<file path="src/logic/axi_lite_pkg.sv">
package axi_lite_pkg;

    localparam int addr_w = 32;
    localparam int data_w = 32;
    localparam int resp_w = 2;
    localparam int prot_w = 3;

    localparam logic [resp_w-1:0] resp_okay = 2'b00;

    // arprot[2] set marks an instruction access
    localparam logic [prot_w-1:0] prot_inst = 3'b100;

endpackage

</file>
<file path="src/logic/cpu_pkg.sv">
package cpu_pkg;

    // machine word, also the fetch address width
    localparam int xlen = 32;

    // address error on fetch
    localparam logic [7:0] ecode_adef    = 8'h08;
    localparam logic       esubcode_adef = 1'b0;

    // one fetch in flight, queued between pc_gen and the assembler
    typedef struct packed {
        logic [xlen-1:0] pc;
        logic            epoch;     // redirect generation it was issued under
        logic            ex;        // no read issued for this entry
        logic [7:0]      ecode;
        logic            esubcode;
    } fetch_meta_t;

    // packet handed to decode
    typedef struct packed {
        logic [xlen-1:0] pc;
        logic [xlen-1:0] inst;
        logic            ex;
        logic [7:0]      ecode;
        logic            esubcode;
        logic            bus_err;   // response was not OKAY
    } inst_pkt_t;

endpackage

</file>
<file path="src/logic/fetch_queue.sv">
module fetch_queue #(
    parameter type entry_t = logic [31:0],
    parameter int  depth   = 2
) (
    input  logic   clk,
    input  logic   rstn,
    input  logic   flush,
    input  logic   push,
    input  entry_t push_data,
    input  logic   pop,
    output entry_t head,
    output logic   empty,
    output logic   full
);

    localparam int ptr_w = (depth > 1) ? $clog2(depth) : 1;
    localparam int cnt_w = $clog2(depth + 1);

    entry_t           mem [depth];
    logic [ptr_w-1:0] wr_ptr;
    logic [ptr_w-1:0] rd_ptr;
    logic [cnt_w-1:0] count;
    logic             do_push;
    logic             do_pop;

    // wraps at depth, works for any depth
    function automatic logic [ptr_w-1:0] ptr_inc(input logic [ptr_w-1:0] p);
        return (p == ptr_w'(depth - 1)) ? '0 : p + 1'b1;
    endfunction

    assign empty   = (count == '0);
    assign full    = (count == cnt_w'(depth));
    assign do_push = push & ~full;
    assign do_pop  = pop & ~empty;
    assign head    = mem[rd_ptr];

    always_ff @(posedge clk) begin
        if (!rstn) begin
            wr_ptr <= '0;
            rd_ptr <= '0;
            count  <= '0;
        end else if (flush) begin   // drops whatever is pushed this cycle too
            wr_ptr <= '0;
            rd_ptr <= '0;
            count  <= '0;
        end else begin
            if (do_push) begin
                wr_ptr <= ptr_inc(wr_ptr);
            end
            if (do_pop) begin
                rd_ptr <= ptr_inc(rd_ptr);
            end
            count <= count + cnt_w'(do_push) - cnt_w'(do_pop);
        end
    end

    always_ff @(posedge clk) begin
        if (do_push) begin
            mem[wr_ptr] <= push_data;
        end
    end

endmodule

</file>
<file path="src/logic/fetch_unit.sv">
module fetch_unit #(
    parameter logic [cpu_pkg::xlen-1:0] reset_pc   = 32'h1c00_0000,
    parameter int                       meta_depth = 4,
    parameter int                       out_depth  = 2
) (
    input  logic                            clk,
    input  logic                            rstn,
    input  logic                            br_taken,
    input  logic [cpu_pkg::xlen-1:0]        br_target,
    input  logic                            ex_en,
    input  logic [cpu_pkg::xlen-1:0]        ex_entry_pc,
    input  logic                            ertn_flush,
    input  logic [cpu_pkg::xlen-1:0]        era_pc,
    output logic [axi_lite_pkg::addr_w-1:0] araddr,
    output logic [axi_lite_pkg::prot_w-1:0] arprot,
    output logic                            arvalid,
    input  logic                            arready,
    input  logic [axi_lite_pkg::data_w-1:0] rdata,
    input  logic [axi_lite_pkg::resp_w-1:0] rresp,
    input  logic                            rvalid,
    output logic                            rready,
    output logic                            out_valid,
    input  logic                            out_ready,
    output logic [cpu_pkg::xlen-1:0]        out_pc,
    output logic [cpu_pkg::xlen-1:0]        out_inst,
    output logic                            out_ex,
    output logic [7:0]                      out_ecode,
    output logic                            out_esubcode,
    output logic                            out_bus_err
);

    import cpu_pkg::*;

    fetch_meta_t meta_push_data;
    fetch_meta_t meta_head;
    logic        meta_push;
    logic        meta_full;
    logic        meta_empty;
    logic        meta_pop;
    logic        cur_epoch;
    inst_pkt_t   pkt_push_data;
    inst_pkt_t   pkt_head;
    logic        pkt_push;
    logic        pkt_full;
    logic        pkt_empty;
    logic        pkt_pop;
    logic        redirect;

    assign redirect = ex_en | ertn_flush | br_taken;

    pc_gen #(
        .reset_pc (reset_pc)
    ) u_pc_gen (
        .clk         (clk),
        .rstn        (rstn),
        .br_taken    (br_taken),
        .br_target   (br_target),
        .ex_en       (ex_en),
        .ex_entry_pc (ex_entry_pc),
        .ertn_flush  (ertn_flush),
        .era_pc      (era_pc),
        .araddr      (araddr),
        .arprot      (arprot),
        .arvalid     (arvalid),
        .arready     (arready),
        .push        (meta_push),
        .push_data   (meta_push_data),
        .meta_full   (meta_full),
        .cur_epoch   (cur_epoch)
    );

    // read details, stale ones are sorted out by epoch
    fetch_queue #(
        .entry_t (fetch_meta_t),
        .depth   (meta_depth)
    ) u_meta_q (
        .clk       (clk),
        .rstn      (rstn),
        .flush     (1'b0),
        .push      (meta_push),
        .push_data (meta_push_data),
        .pop       (meta_pop),
        .head      (meta_head),
        .empty     (meta_empty),
        .full      (meta_full)
    );

    inst_assembler u_asm (
        .clk        (clk),
        .rstn       (rstn),
        .cur_epoch  (cur_epoch),
        .meta_head  (meta_head),
        .meta_empty (meta_empty),
        .meta_pop   (meta_pop),
        .rdata      (rdata),
        .rresp      (rresp),
        .rvalid     (rvalid),
        .rready     (rready),
        .out_push   (pkt_push),
        .out_data   (pkt_push_data),
        .out_full   (pkt_full)
    );

    fetch_queue #(
        .entry_t (inst_pkt_t),
        .depth   (out_depth)
    ) u_out_q (
        .clk       (clk),
        .rstn      (rstn),
        .flush     (redirect),
        .push      (pkt_push),
        .push_data (pkt_push_data),
        .pop       (pkt_pop),
        .head      (pkt_head),
        .empty     (pkt_empty),
        .full      (pkt_full)
    );

    assign out_valid    = ~pkt_empty;
    assign pkt_pop      = out_valid & out_ready;
    assign out_pc       = pkt_head.pc;
    assign out_inst     = pkt_head.inst;
    assign out_ex       = pkt_head.ex;
    assign out_ecode    = pkt_head.ecode;
    assign out_esubcode = pkt_head.esubcode;
    assign out_bus_err  = pkt_head.bus_err;

endmodule

</file>
<file path="src/logic/inst_assembler.sv">
module inst_assembler (
    input  logic                            clk,
    input  logic                            rstn,
    input  logic                            cur_epoch,
    input  cpu_pkg::fetch_meta_t            meta_head,
    input  logic                            meta_empty,
    output logic                            meta_pop,
    input  logic [axi_lite_pkg::data_w-1:0] rdata,
    input  logic [axi_lite_pkg::resp_w-1:0] rresp,
    input  logic                            rvalid,
    output logic                            rready,
    output logic                            out_push,
    output cpu_pkg::inst_pkt_t              out_data,
    input  logic                            out_full
);

    import axi_lite_pkg::*;

    localparam int cnt_w = 3;

    logic [cnt_w-1:0] stale_cnt;    // dropped heads whose beat is still out
    logic             head_vld;
    logic             head_stale;
    logic             head_live;
    logic             owed;
    logic             r_hs;
    logic             beat_for_head;
    logic             drop_beat;
    logic             cnt_room;
    logic             cnt_inc;
    logic             ex_emit;
    logic             inst_emit;
    logic             stale_pop;

    assign head_vld   = ~meta_empty;
    assign head_stale = head_vld & (meta_head.epoch != cur_epoch);
    assign head_live  = head_vld & ~head_stale;
    assign owed       = (stale_cnt != '0);

    // beats owed to dropped heads come first, R is in order
    assign rready = owed | (head_vld & ~meta_head.ex & (head_stale | ~out_full));

    assign r_hs          = rvalid & rready;
    assign drop_beat     = r_hs & owed;
    assign beat_for_head = r_hs & ~owed;

    assign ex_emit   = head_live & meta_head.ex & ~out_full;
    assign inst_emit = head_live & ~meta_head.ex & beat_for_head;

    // stale heads leave at once, their beat is counted if not here yet
    assign cnt_room  = (stale_cnt != '1) | drop_beat;
    assign stale_pop = head_stale & (meta_head.ex | beat_for_head | cnt_room);
    assign cnt_inc   = stale_pop & ~meta_head.ex & ~beat_for_head;

    assign meta_pop = ex_emit | inst_emit | stale_pop;
    assign out_push = ex_emit | inst_emit;

    always_comb begin
        out_data.pc       = meta_head.pc;
        out_data.inst     = meta_head.ex ? '0 : rdata;
        out_data.ex       = meta_head.ex;
        out_data.ecode    = meta_head.ecode;
        out_data.esubcode = meta_head.esubcode;
        out_data.bus_err  = ~meta_head.ex & (rresp != resp_okay);
    end

    always_ff @(posedge clk) begin
        if (!rstn) begin
            stale_cnt <= '0;
        end else if (cnt_inc && !drop_beat) begin
            stale_cnt <= stale_cnt + 1'b1;
        end else if (drop_beat && !cnt_inc) begin
            stale_cnt <= stale_cnt - 1'b1;
        end
    end

endmodule

</file>
<file path="src/logic/pc_gen.sv">
module pc_gen #(
    parameter logic [cpu_pkg::xlen-1:0] reset_pc = 32'h1c00_0000
) (
    input  logic                            clk,
    input  logic                            rstn,
    input  logic                            br_taken,
    input  logic [cpu_pkg::xlen-1:0]        br_target,
    input  logic                            ex_en,
    input  logic [cpu_pkg::xlen-1:0]        ex_entry_pc,
    input  logic                            ertn_flush,
    input  logic [cpu_pkg::xlen-1:0]        era_pc,
    output logic [axi_lite_pkg::addr_w-1:0] araddr,
    output logic [axi_lite_pkg::prot_w-1:0] arprot,
    output logic                            arvalid,
    input  logic                            arready,
    output logic                            push,
    output cpu_pkg::fetch_meta_t            push_data,
    input  logic                            meta_full,
    output logic                            cur_epoch
);

    import cpu_pkg::*;
    import axi_lite_pkg::*;

    logic            redirect;
    logic [xlen-1:0] redirect_pc;
    logic [xlen-1:0] load_pc;
    logic [xlen-1:0] nxt_pc_q;      // address of the request after the current one
    logic [xlen-1:0] req_pc_q;
    logic            req_valid_q;
    logic            req_stale_q;   // redirected while its AR was waiting
    logic            req_ex;
    logic            epoch_q;
    logic            halted_q;
    logic            ar_hs;
    logic            hold;
    logic            load;

    assign redirect    = ex_en | ertn_flush | br_taken;
    assign redirect_pc = ex_en      ? ex_entry_pc :
                         ertn_flush ? era_pc      : br_target;
    assign load_pc     = redirect ? redirect_pc : nxt_pc_q;

    assign req_ex = |req_pc_q[1:0];

    // meta_full cannot rise while arvalid is up, only our own push fills it
    assign arvalid = req_valid_q & ~req_ex & ~meta_full;
    assign araddr  = req_pc_q;
    assign arprot  = prot_inst;
    assign ar_hs   = arvalid & arready;
    assign hold    = arvalid & ~arready;

    // ADEF entry goes in without a read
    assign push = ar_hs | (req_valid_q & req_ex & ~meta_full);

    assign load = redirect | (push & ~req_ex) | (~req_valid_q & ~halted_q);

    always_comb begin
        push_data.pc       = req_pc_q;
        // a request overtaken by a redirect must look stale to the assembler
        push_data.epoch    = epoch_q ^ (req_stale_q & ~redirect);
        push_data.ex       = req_ex;
        push_data.ecode    = req_ex ? ecode_adef : '0;
        push_data.esubcode = req_ex ? esubcode_adef : 1'b0;
    end

    assign cur_epoch = epoch_q;

    always_ff @(posedge clk) begin
        if (!rstn) begin
            nxt_pc_q    <= reset_pc;
            req_valid_q <= 1'b0;
            req_stale_q <= 1'b0;
            epoch_q     <= 1'b0;
            halted_q    <= 1'b0;
        end else begin
            if (redirect) begin
                epoch_q  <= ~epoch_q;
                halted_q <= 1'b0;
            end else if (push && req_ex) begin
                halted_q <= 1'b1;   // wait for a redirect
            end

            if (hold) begin
                // AR stays as presented, target waits behind it
                if (redirect) begin
                    nxt_pc_q    <= redirect_pc;
                    req_stale_q <= 1'b1;
                end
            end else if (load) begin
                req_valid_q <= 1'b1;
                req_stale_q <= 1'b0;
                nxt_pc_q    <= load_pc + 32'd4;
            end else if (push) begin
                req_valid_q <= 1'b0;
            end
        end
    end

    always_ff @(posedge clk) begin
        if (!hold && load) begin
            req_pc_q <= load_pc;
        end
    end

endmodule
</file>
<file path="config.mk">
export PLATFORM = sky130hd
export DESIGN_NAME = fetch_unit
export DESIGN_NICKNAME = d
export VERILOG_FILES = /design/src/logic/axi_lite_pkg.sv /design/src/logic/cpu_pkg.sv /design/src/logic/fetch_queue.sv /design/src/logic/fetch_unit.sv /design/src/logic/inst_assembler.sv /design/src/logic/pc_gen.sv
export SDC_FILE = /design/constraint.sdc
export NUM_CORES = 1
export LEC_CHECK = 0
export BUFFER_PORTS_ARGS = -buffer_cell sky130_fd_sc_hd__buf_2
export CAP_MARGIN = 40
export CORE_MARGIN = 2
export CORE_UTILIZATION = 31
export DETAILED_ROUTE_END_ITERATION = 7
export PLACE_DENSITY = 0.61
export SYNTH_ARGS = -nofsm -noshare
export SYNTH_HDL_FRONTEND = slang
export SYNTH_SLANG_ARGS = --single-unit
</file>
<file path="constraint.sdc">
create_clock -name clk -period 5.3 [get_ports clk]
set_clock_uncertainty 0.05 [all_clocks]
set_input_delay 0.265 -clock clk [delete_from_list [all_inputs] [get_ports clk]]
set_output_delay 0.265 -clock clk [all_outputs]
set_load 0.005 [all_outputs]
</file>
==> Word level (Yosys, flattened, before mapping) <==
Memory sizes are Yosys's and may differ from the RTL's. A register that Yosys moved wholly into a read port is not among the register bits.
Index checks and enable logic that the tools add are counted.
{ "totals": {"ff_bits": 82, "ram_bits": 302, "in_bits": 138, "output_inout_bits": 113, "word_cells": 135, "memories": 2} }
{ "mem_list": {"columns": ["memory", "words", "word_bits", "rd", "rd_ports_with_merged_regs", "wr", "line", "rtl"], "rows": [
  ["u_meta_q.mem", 4, 38, 1, 1, 1, "fetch_queue.sv:19", "entry_t mem [depth];"],
  ["u_out_q.mem", 2, 75, 1, 1, 1, "fetch_queue.sv:19", null]
]} }
{ "classes": {"n_addsub": 11, "eq_ne": 7, "mux": 26, "n_bitwise": 58, "n_reduce_logical": 18} }
{ "op_table": {"columns": ["operator", "count"], "rows": [
  ["32-bit two-way mux", 6],
  ["32-bit by 3-bit adder with 32-bit output (second input constant)", 1],
  ["1-bit bitwise AND", 29],
  ["1-bit NOT", 16],
  ["1-bit two-way mux", 13],
  ["1-bit OR", 12],
  ["2-bit two-way mux", 4],
  ["2-bit nonzero test", 4],
  ["2-bit == test (second input constant)", 3],
  ["3-bit two-way mux", 2],
  ["2-bit by 1-bit adder with 2-bit output (second input constant)", 2],
  ["1-bit logical AND", 4],
  ["4-bit two-way mux", 1],
  ["2-bit AND reduction", 2],
  ["2-bit OR reduction", 2],
  ["3-bit by 1-bit adder with 3-bit output", 1],
  ["3-bit by 1-bit adder with 3-bit output (second input constant)", 1],
  ["3-bit == test (second input constant)", 1],
  ["1-bit logical NOT", 3],
  ["3-bit logical NOT", 1],
  ["3-bit != test (second input constant)", 1],
  ["3-bit nonzero test", 1],
  ["3-bit by 1-bit subtractor with 3-bit output", 1],
  ["3-bit by 1-bit subtractor with 3-bit output (second input constant)", 1],
  ["other kinds (7)", 8]
]} }

==> Logic depth before layout (Yosys ltp) <==
{ "logic_depth": {"depth_word": 17, "ltp_mapped": 14, "ltp_nobuf": 13} }

==> Modules after synthesis <==
Synthesis repeated with hierarchy kept, for this count alone.
{ "hier_totals": {"cells_unflattened": 1138, "hier_area_um2": 17491.8} }
{ "modules_own_cells": {"columns": ["mod", "n_inst", "cells_per_inst", "area_each_um2", "seq_area_each_um2"], "rows": [
  ["fetch_queue (u_meta_q)", 1, 277, 6666.4, 5345.1],
  ["fetch_queue (u_out_q)", 1, 262, 5665.4, 4604.4],
  ["pc_gen", 1, 488, 4334.2, 1681.6],
  ["inst_assembler", 1, 107, 805.8, 60.1],
  ["fetch_unit", 1, 4, 20.0, 0.0]
]} }

==> Worst setup path before layout <==
Ideal clock, no wire load.
{ "synth_path": {"path_type": "register to register", "startpoint": "register (tool-made name)", "endpoint": "memory u_out_q.mem[0][0] (netlist name) (enable)", "setup_ns": 0.498, "arrival_ns": 4.779, "t_required_ns": 4.752, "setup_slack_ns": -0.027, "path_stages_with_launch": 6, "path_buffers": 1, "synth_period_minus_slack_ns": 5.327, "path_cell_list": "dfxtp_1 clkbuf_1 mux4_2 xor2_1 nor4_1 nor2b_1"} }
{ "synth_rtl": {"columns": ["element", "line"], "rows": [
  ["to (decl)", "fetch_queue.sv:19"]
]} }

==> impl_metrics.env <==
export IMPL_outcome="complete, no violations"
export IMPL_rsz0062_at_grt="no"
export IMPL_rr_endpoint="u_out_q.mem[0][15]"
export IMPL_max_freq_ghz=0.260
export IMPL_synth_warnings=0
export IMPL_io_pins=251
export IMPL_cts_root_buf="clkbuf_16"
export IMPL_powerDensity_nw_per_um2=464
export IMPL_place_ws_ps=1360
export IMPL_grt_ovfl_total=0
export IMPL_drc=0
export IMPL_tightestPinTransition_ps=841
export IMPL_grt_use_met3_pct=2.56
export IMPL_clock_path_buffers=3
export IMPL_min_from="rdata[9]"
export IMPL_crit_required_ps=5410
export IMPL_dieArea_um2=50900
export IMPL_path_class="flip-flop to flip-flop"
export IMPL_worst_setup_path_end_kind="flip-flop"
export IMPL_cts_inserted_buffers=39
export IMPL_drtIter0Drc=757
export IMPL_core_um2=48600
export IMPL_grt_pass1_vias=8972
export IMPL_drt_pass1_iter_count=6
export IMPL_clkLatencyLatePin_ps=550
export IMPL_top_usage_layer="met2"
export IMPL_ys_async_sr_fraction_pct=0
export IMPL_holdPathStages=2
export IMPL_crit_path_start_kind="flip-flop"
export IMPL_synth_edf_count=300
export IMPL_area_growth_pct=19.9
export IMPL_dp_hpwl_um=25800
export IMPL_synth_ff_type="edfxtp_1"
export IMPL_nets=1387
export IMPL_routed_wl_um=36900
export IMPL_syn_avg_cell_area_um2=14.9
export IMPL_portBuffers=239
export IMPL_critPathMaxFanout=43
export IMPL_grt_use_met1_pct=19.1
export IMPL_wire_per_inst_um=19.6
export IMPL_grt_max_degree=54
export IMPL_use_met2_pct=23.7
export IMPL_synth_area_top_cells="edfxtp_1 (59%), dfxtp_1 (7.0%), mux2_2 (5.0%)"
export IMPL_cts_resized=0
export IMPL_drv_cap=0
export IMPL_fin_crit_ps=3850
export IMPL_tns_ps=0
export IMPL_synth_area_um2=15200
export IMPL_finalMaxSlewViolations=0
export IMPL_hold_end="u_out_q.mem[1][20]"
export IMPL_hp_class="primary input to flip-flop"
export IMPL_setup_ws_ps=1450
export IMPL_final_hold_violation_count=0
export IMPL_start_util_pct=31.3
export IMPL_final_layout_size_suffix_gt1_share_pct=35.2
export IMPL_p_leak_nw=6.57
export IMPL_worstRegToRegCells=5
export IMPL_clk_pin_slew_ps=60
export IMPL_via_per_inst=4.80
export IMPL_cts_tree="built"
export IMPL_clkSinkCount=353
export IMPL_slew_headroom_pct=43.5
export IMPL_crit_arrival_ps=3960
export IMPL_die_h_um=226
export IMPL_dieWidth_um=226
export IMPL_post_route_period_util_pct=72.6
export IMPL_finalWeightedCongestion=0.814
export IMPL_htreeDepth=2
export IMPL_final_area_um2=18200
export IMPL_seq_area_frac_synth_pct=66.2
export IMPL_antenna_found_initial=2
export IMPL_num_vias=9054
export IMPL_rrSetupSlack_ps=1450
export IMPL_peakVddDrop_mv=0.218
export IMPL_dpl_cell_area_um2=16900
export IMPL_ant_nets=0
export IMPL_syn_inst=1021
export IMPL_rows=81
export IMPL_n_antenna_cell=0
export IMPL_grt_pass1_wl_um=54500
export IMPL_setup_viol=0
export IMPL_track_usage_pct=14.3
export IMPL_total_power_w=0.00846
export IMPL_ys_ff_latch=353
export IMPL_synth_top_area_share_pct=59.2
export IMPL_synth_cell_type_count=66
export IMPL_synth_area_leader_cell="edfxtp_1"
==> through the flow <==
step | cells | util (%) | hold slack, ps
finish | 1888 | 37.5 | 33.2
global route | 1888 | 37.5 | 18.5
CTS | 1888 | 37.5 | 7.98
detailed placement | 1813 | 34.8 | 395
global placement | 1803 | 34.4 | 387
floorplan | 1030 | - | 374
==> final cells by class <==
cell class	count	area, um2
flip-flops and latches	353	10100
repair buffers	258	1510
fillers	4605	30400
inverters	25	93.8
well taps	622	778
clock buffers	59	1080
clock inverters	12	174
multi-input cells	559	4530
==> worst max-delay path: stages, from the launching register on <==
cell     delay [ps]
dfxtp_2         670
mux4_2          870
a21oi_1         150
nor4_1          580
nor2b_4         540
buf_4           580
==> worst max-delay path by stage <==
stage | start | end | depth (start not counted)
2_1_floorplan | flip-flop | u_out_q.mem[0][0] | 5
5_1_grt | flip-flop | u_out_q.mem[0][15] | 5
3_5_place_dp | flip-flop | u_out_q.mem[0][40] | 5
6_report | flip-flop | u_out_q.mem[0][15] | 5
4_1_cts | flip-flop | u_out_q.mem[0][40] | 5
3_3_place_gp | flip-flop | u_out_q.mem[0][35] | 5
==> where the power goes <==
part	internal, W	total (W)	leakage (nW)	switching (W)
combinational	0.000846	0.00191	2.72	0.00106
sequential	0.00370	0.00390	3.24	0.000200
clock	0.00157	0.00265	0.606	0.00108
total	0.00612	0.00846	6.57	0.00234
==> per-layer routing <==
metal | vias up | wire length (um)
met3 | 35 | 2140
li1 | 4225 | -
met2 | 291 | 17800
met5 | - | 10
met4 | 2 | 567
met1 | 4501 | 16400
==> cell usage after synthesis, drive strengths merged (9+ instances only) <==
cell,n
edfxtp,300
nand2,71
buf,69
mux2,68
dfxtp,53
a21oi,47
nor2b,39
nor2,37
mux4,34
o21ai,28
inv,25
clkbuf,24
xnor2,23
and2,16
nand3b,12
nor3,12
a21o,11
ha,11
mux2i,11
nand3,11
a2bb2oi,10
nor3b,9
==> layout by cell type (no fill, tap or decap), types with 8 or more instances in the layout <==
| cell | netlist | layout |
|---|---|---|
| nand3b_1 | 12 | 12 |
| nand3_1 | 10 | 10 |
| xnor2_1 | 23 | 23 |
| xor2_1 | 8 | 8 |
| clkbuf_1 | 24 | 17 |
| ha_1 | 11 | 11 |
| a21o_1 | 11 | 11 |
| buf_2 | 7 | 239 |
| mux4_2 | 34 | 34 |
| conb_1 | 2 | 11 |
| a21oi_1 | 47 | 47 |
| inv_1 | 24 | 24 |
| clkbuf_16 | 0 | 39 |
| nand2_1 | 71 | 71 |
| nor3_1 | 10 | 10 |
| dfxtp_1 | 53 | 51 |
| mux2_2 | 68 | 68 |
| a22oi_1 | 8 | 8 |
| edfxtp_1 | 300 | 300 |
| nor2b_1 | 39 | 38 |
| o21ai_0 | 20 | 20 |
| mux2i_1 | 11 | 11 |
| nor2_1 | 36 | 35 |
| and2_1 | 16 | 11 |
==> registers in the layout, summed over array words and instances, names as in the netlist, named ones only <==
name	count
u_asm.stale_cnt	3
u_meta_q.mem	136
u_out_q.count	2
u_pc_gen.araddr	32
u_pc_gen.req_valid_q	1
u_pc_gen.halted_q	1
u_pc_gen.req_stale_q	1
u_pc_gen.cur_epoch	1
u_out_q.wr_ptr	1
u_out_q.rd_ptr	1
u_out_q.mem	132
u_meta_q.wr_ptr	2
u_meta_q.rd_ptr	2
u_meta_q.count	3
u_pc_gen.nxt_pc_q	32
==> cells by family after synthesis <==
kind of cell | count (synthesis) | synth area share (%)
flip-flops | 353 | 66.2
AND/OR/NAND/NOR | 243 | 9.07
AO/OA/AOI/OAI | 148 | 6.51
buffers and inverters | 118 | 4.43
multiplexers | 113 | 10.8
XOR/XNOR | 31 | 1.78
adder cells (fa/ha/maj) | 13 | 1.17
other | 2 | 0.0494
==> timing repair <==
action | in CTS | in global routing
hold buffers | 4 | 0
hold endpoints to repair | 8 | 0
buffers inserted | 0 | 0
No activity file was read; power rests on OpenSTA's default activity.
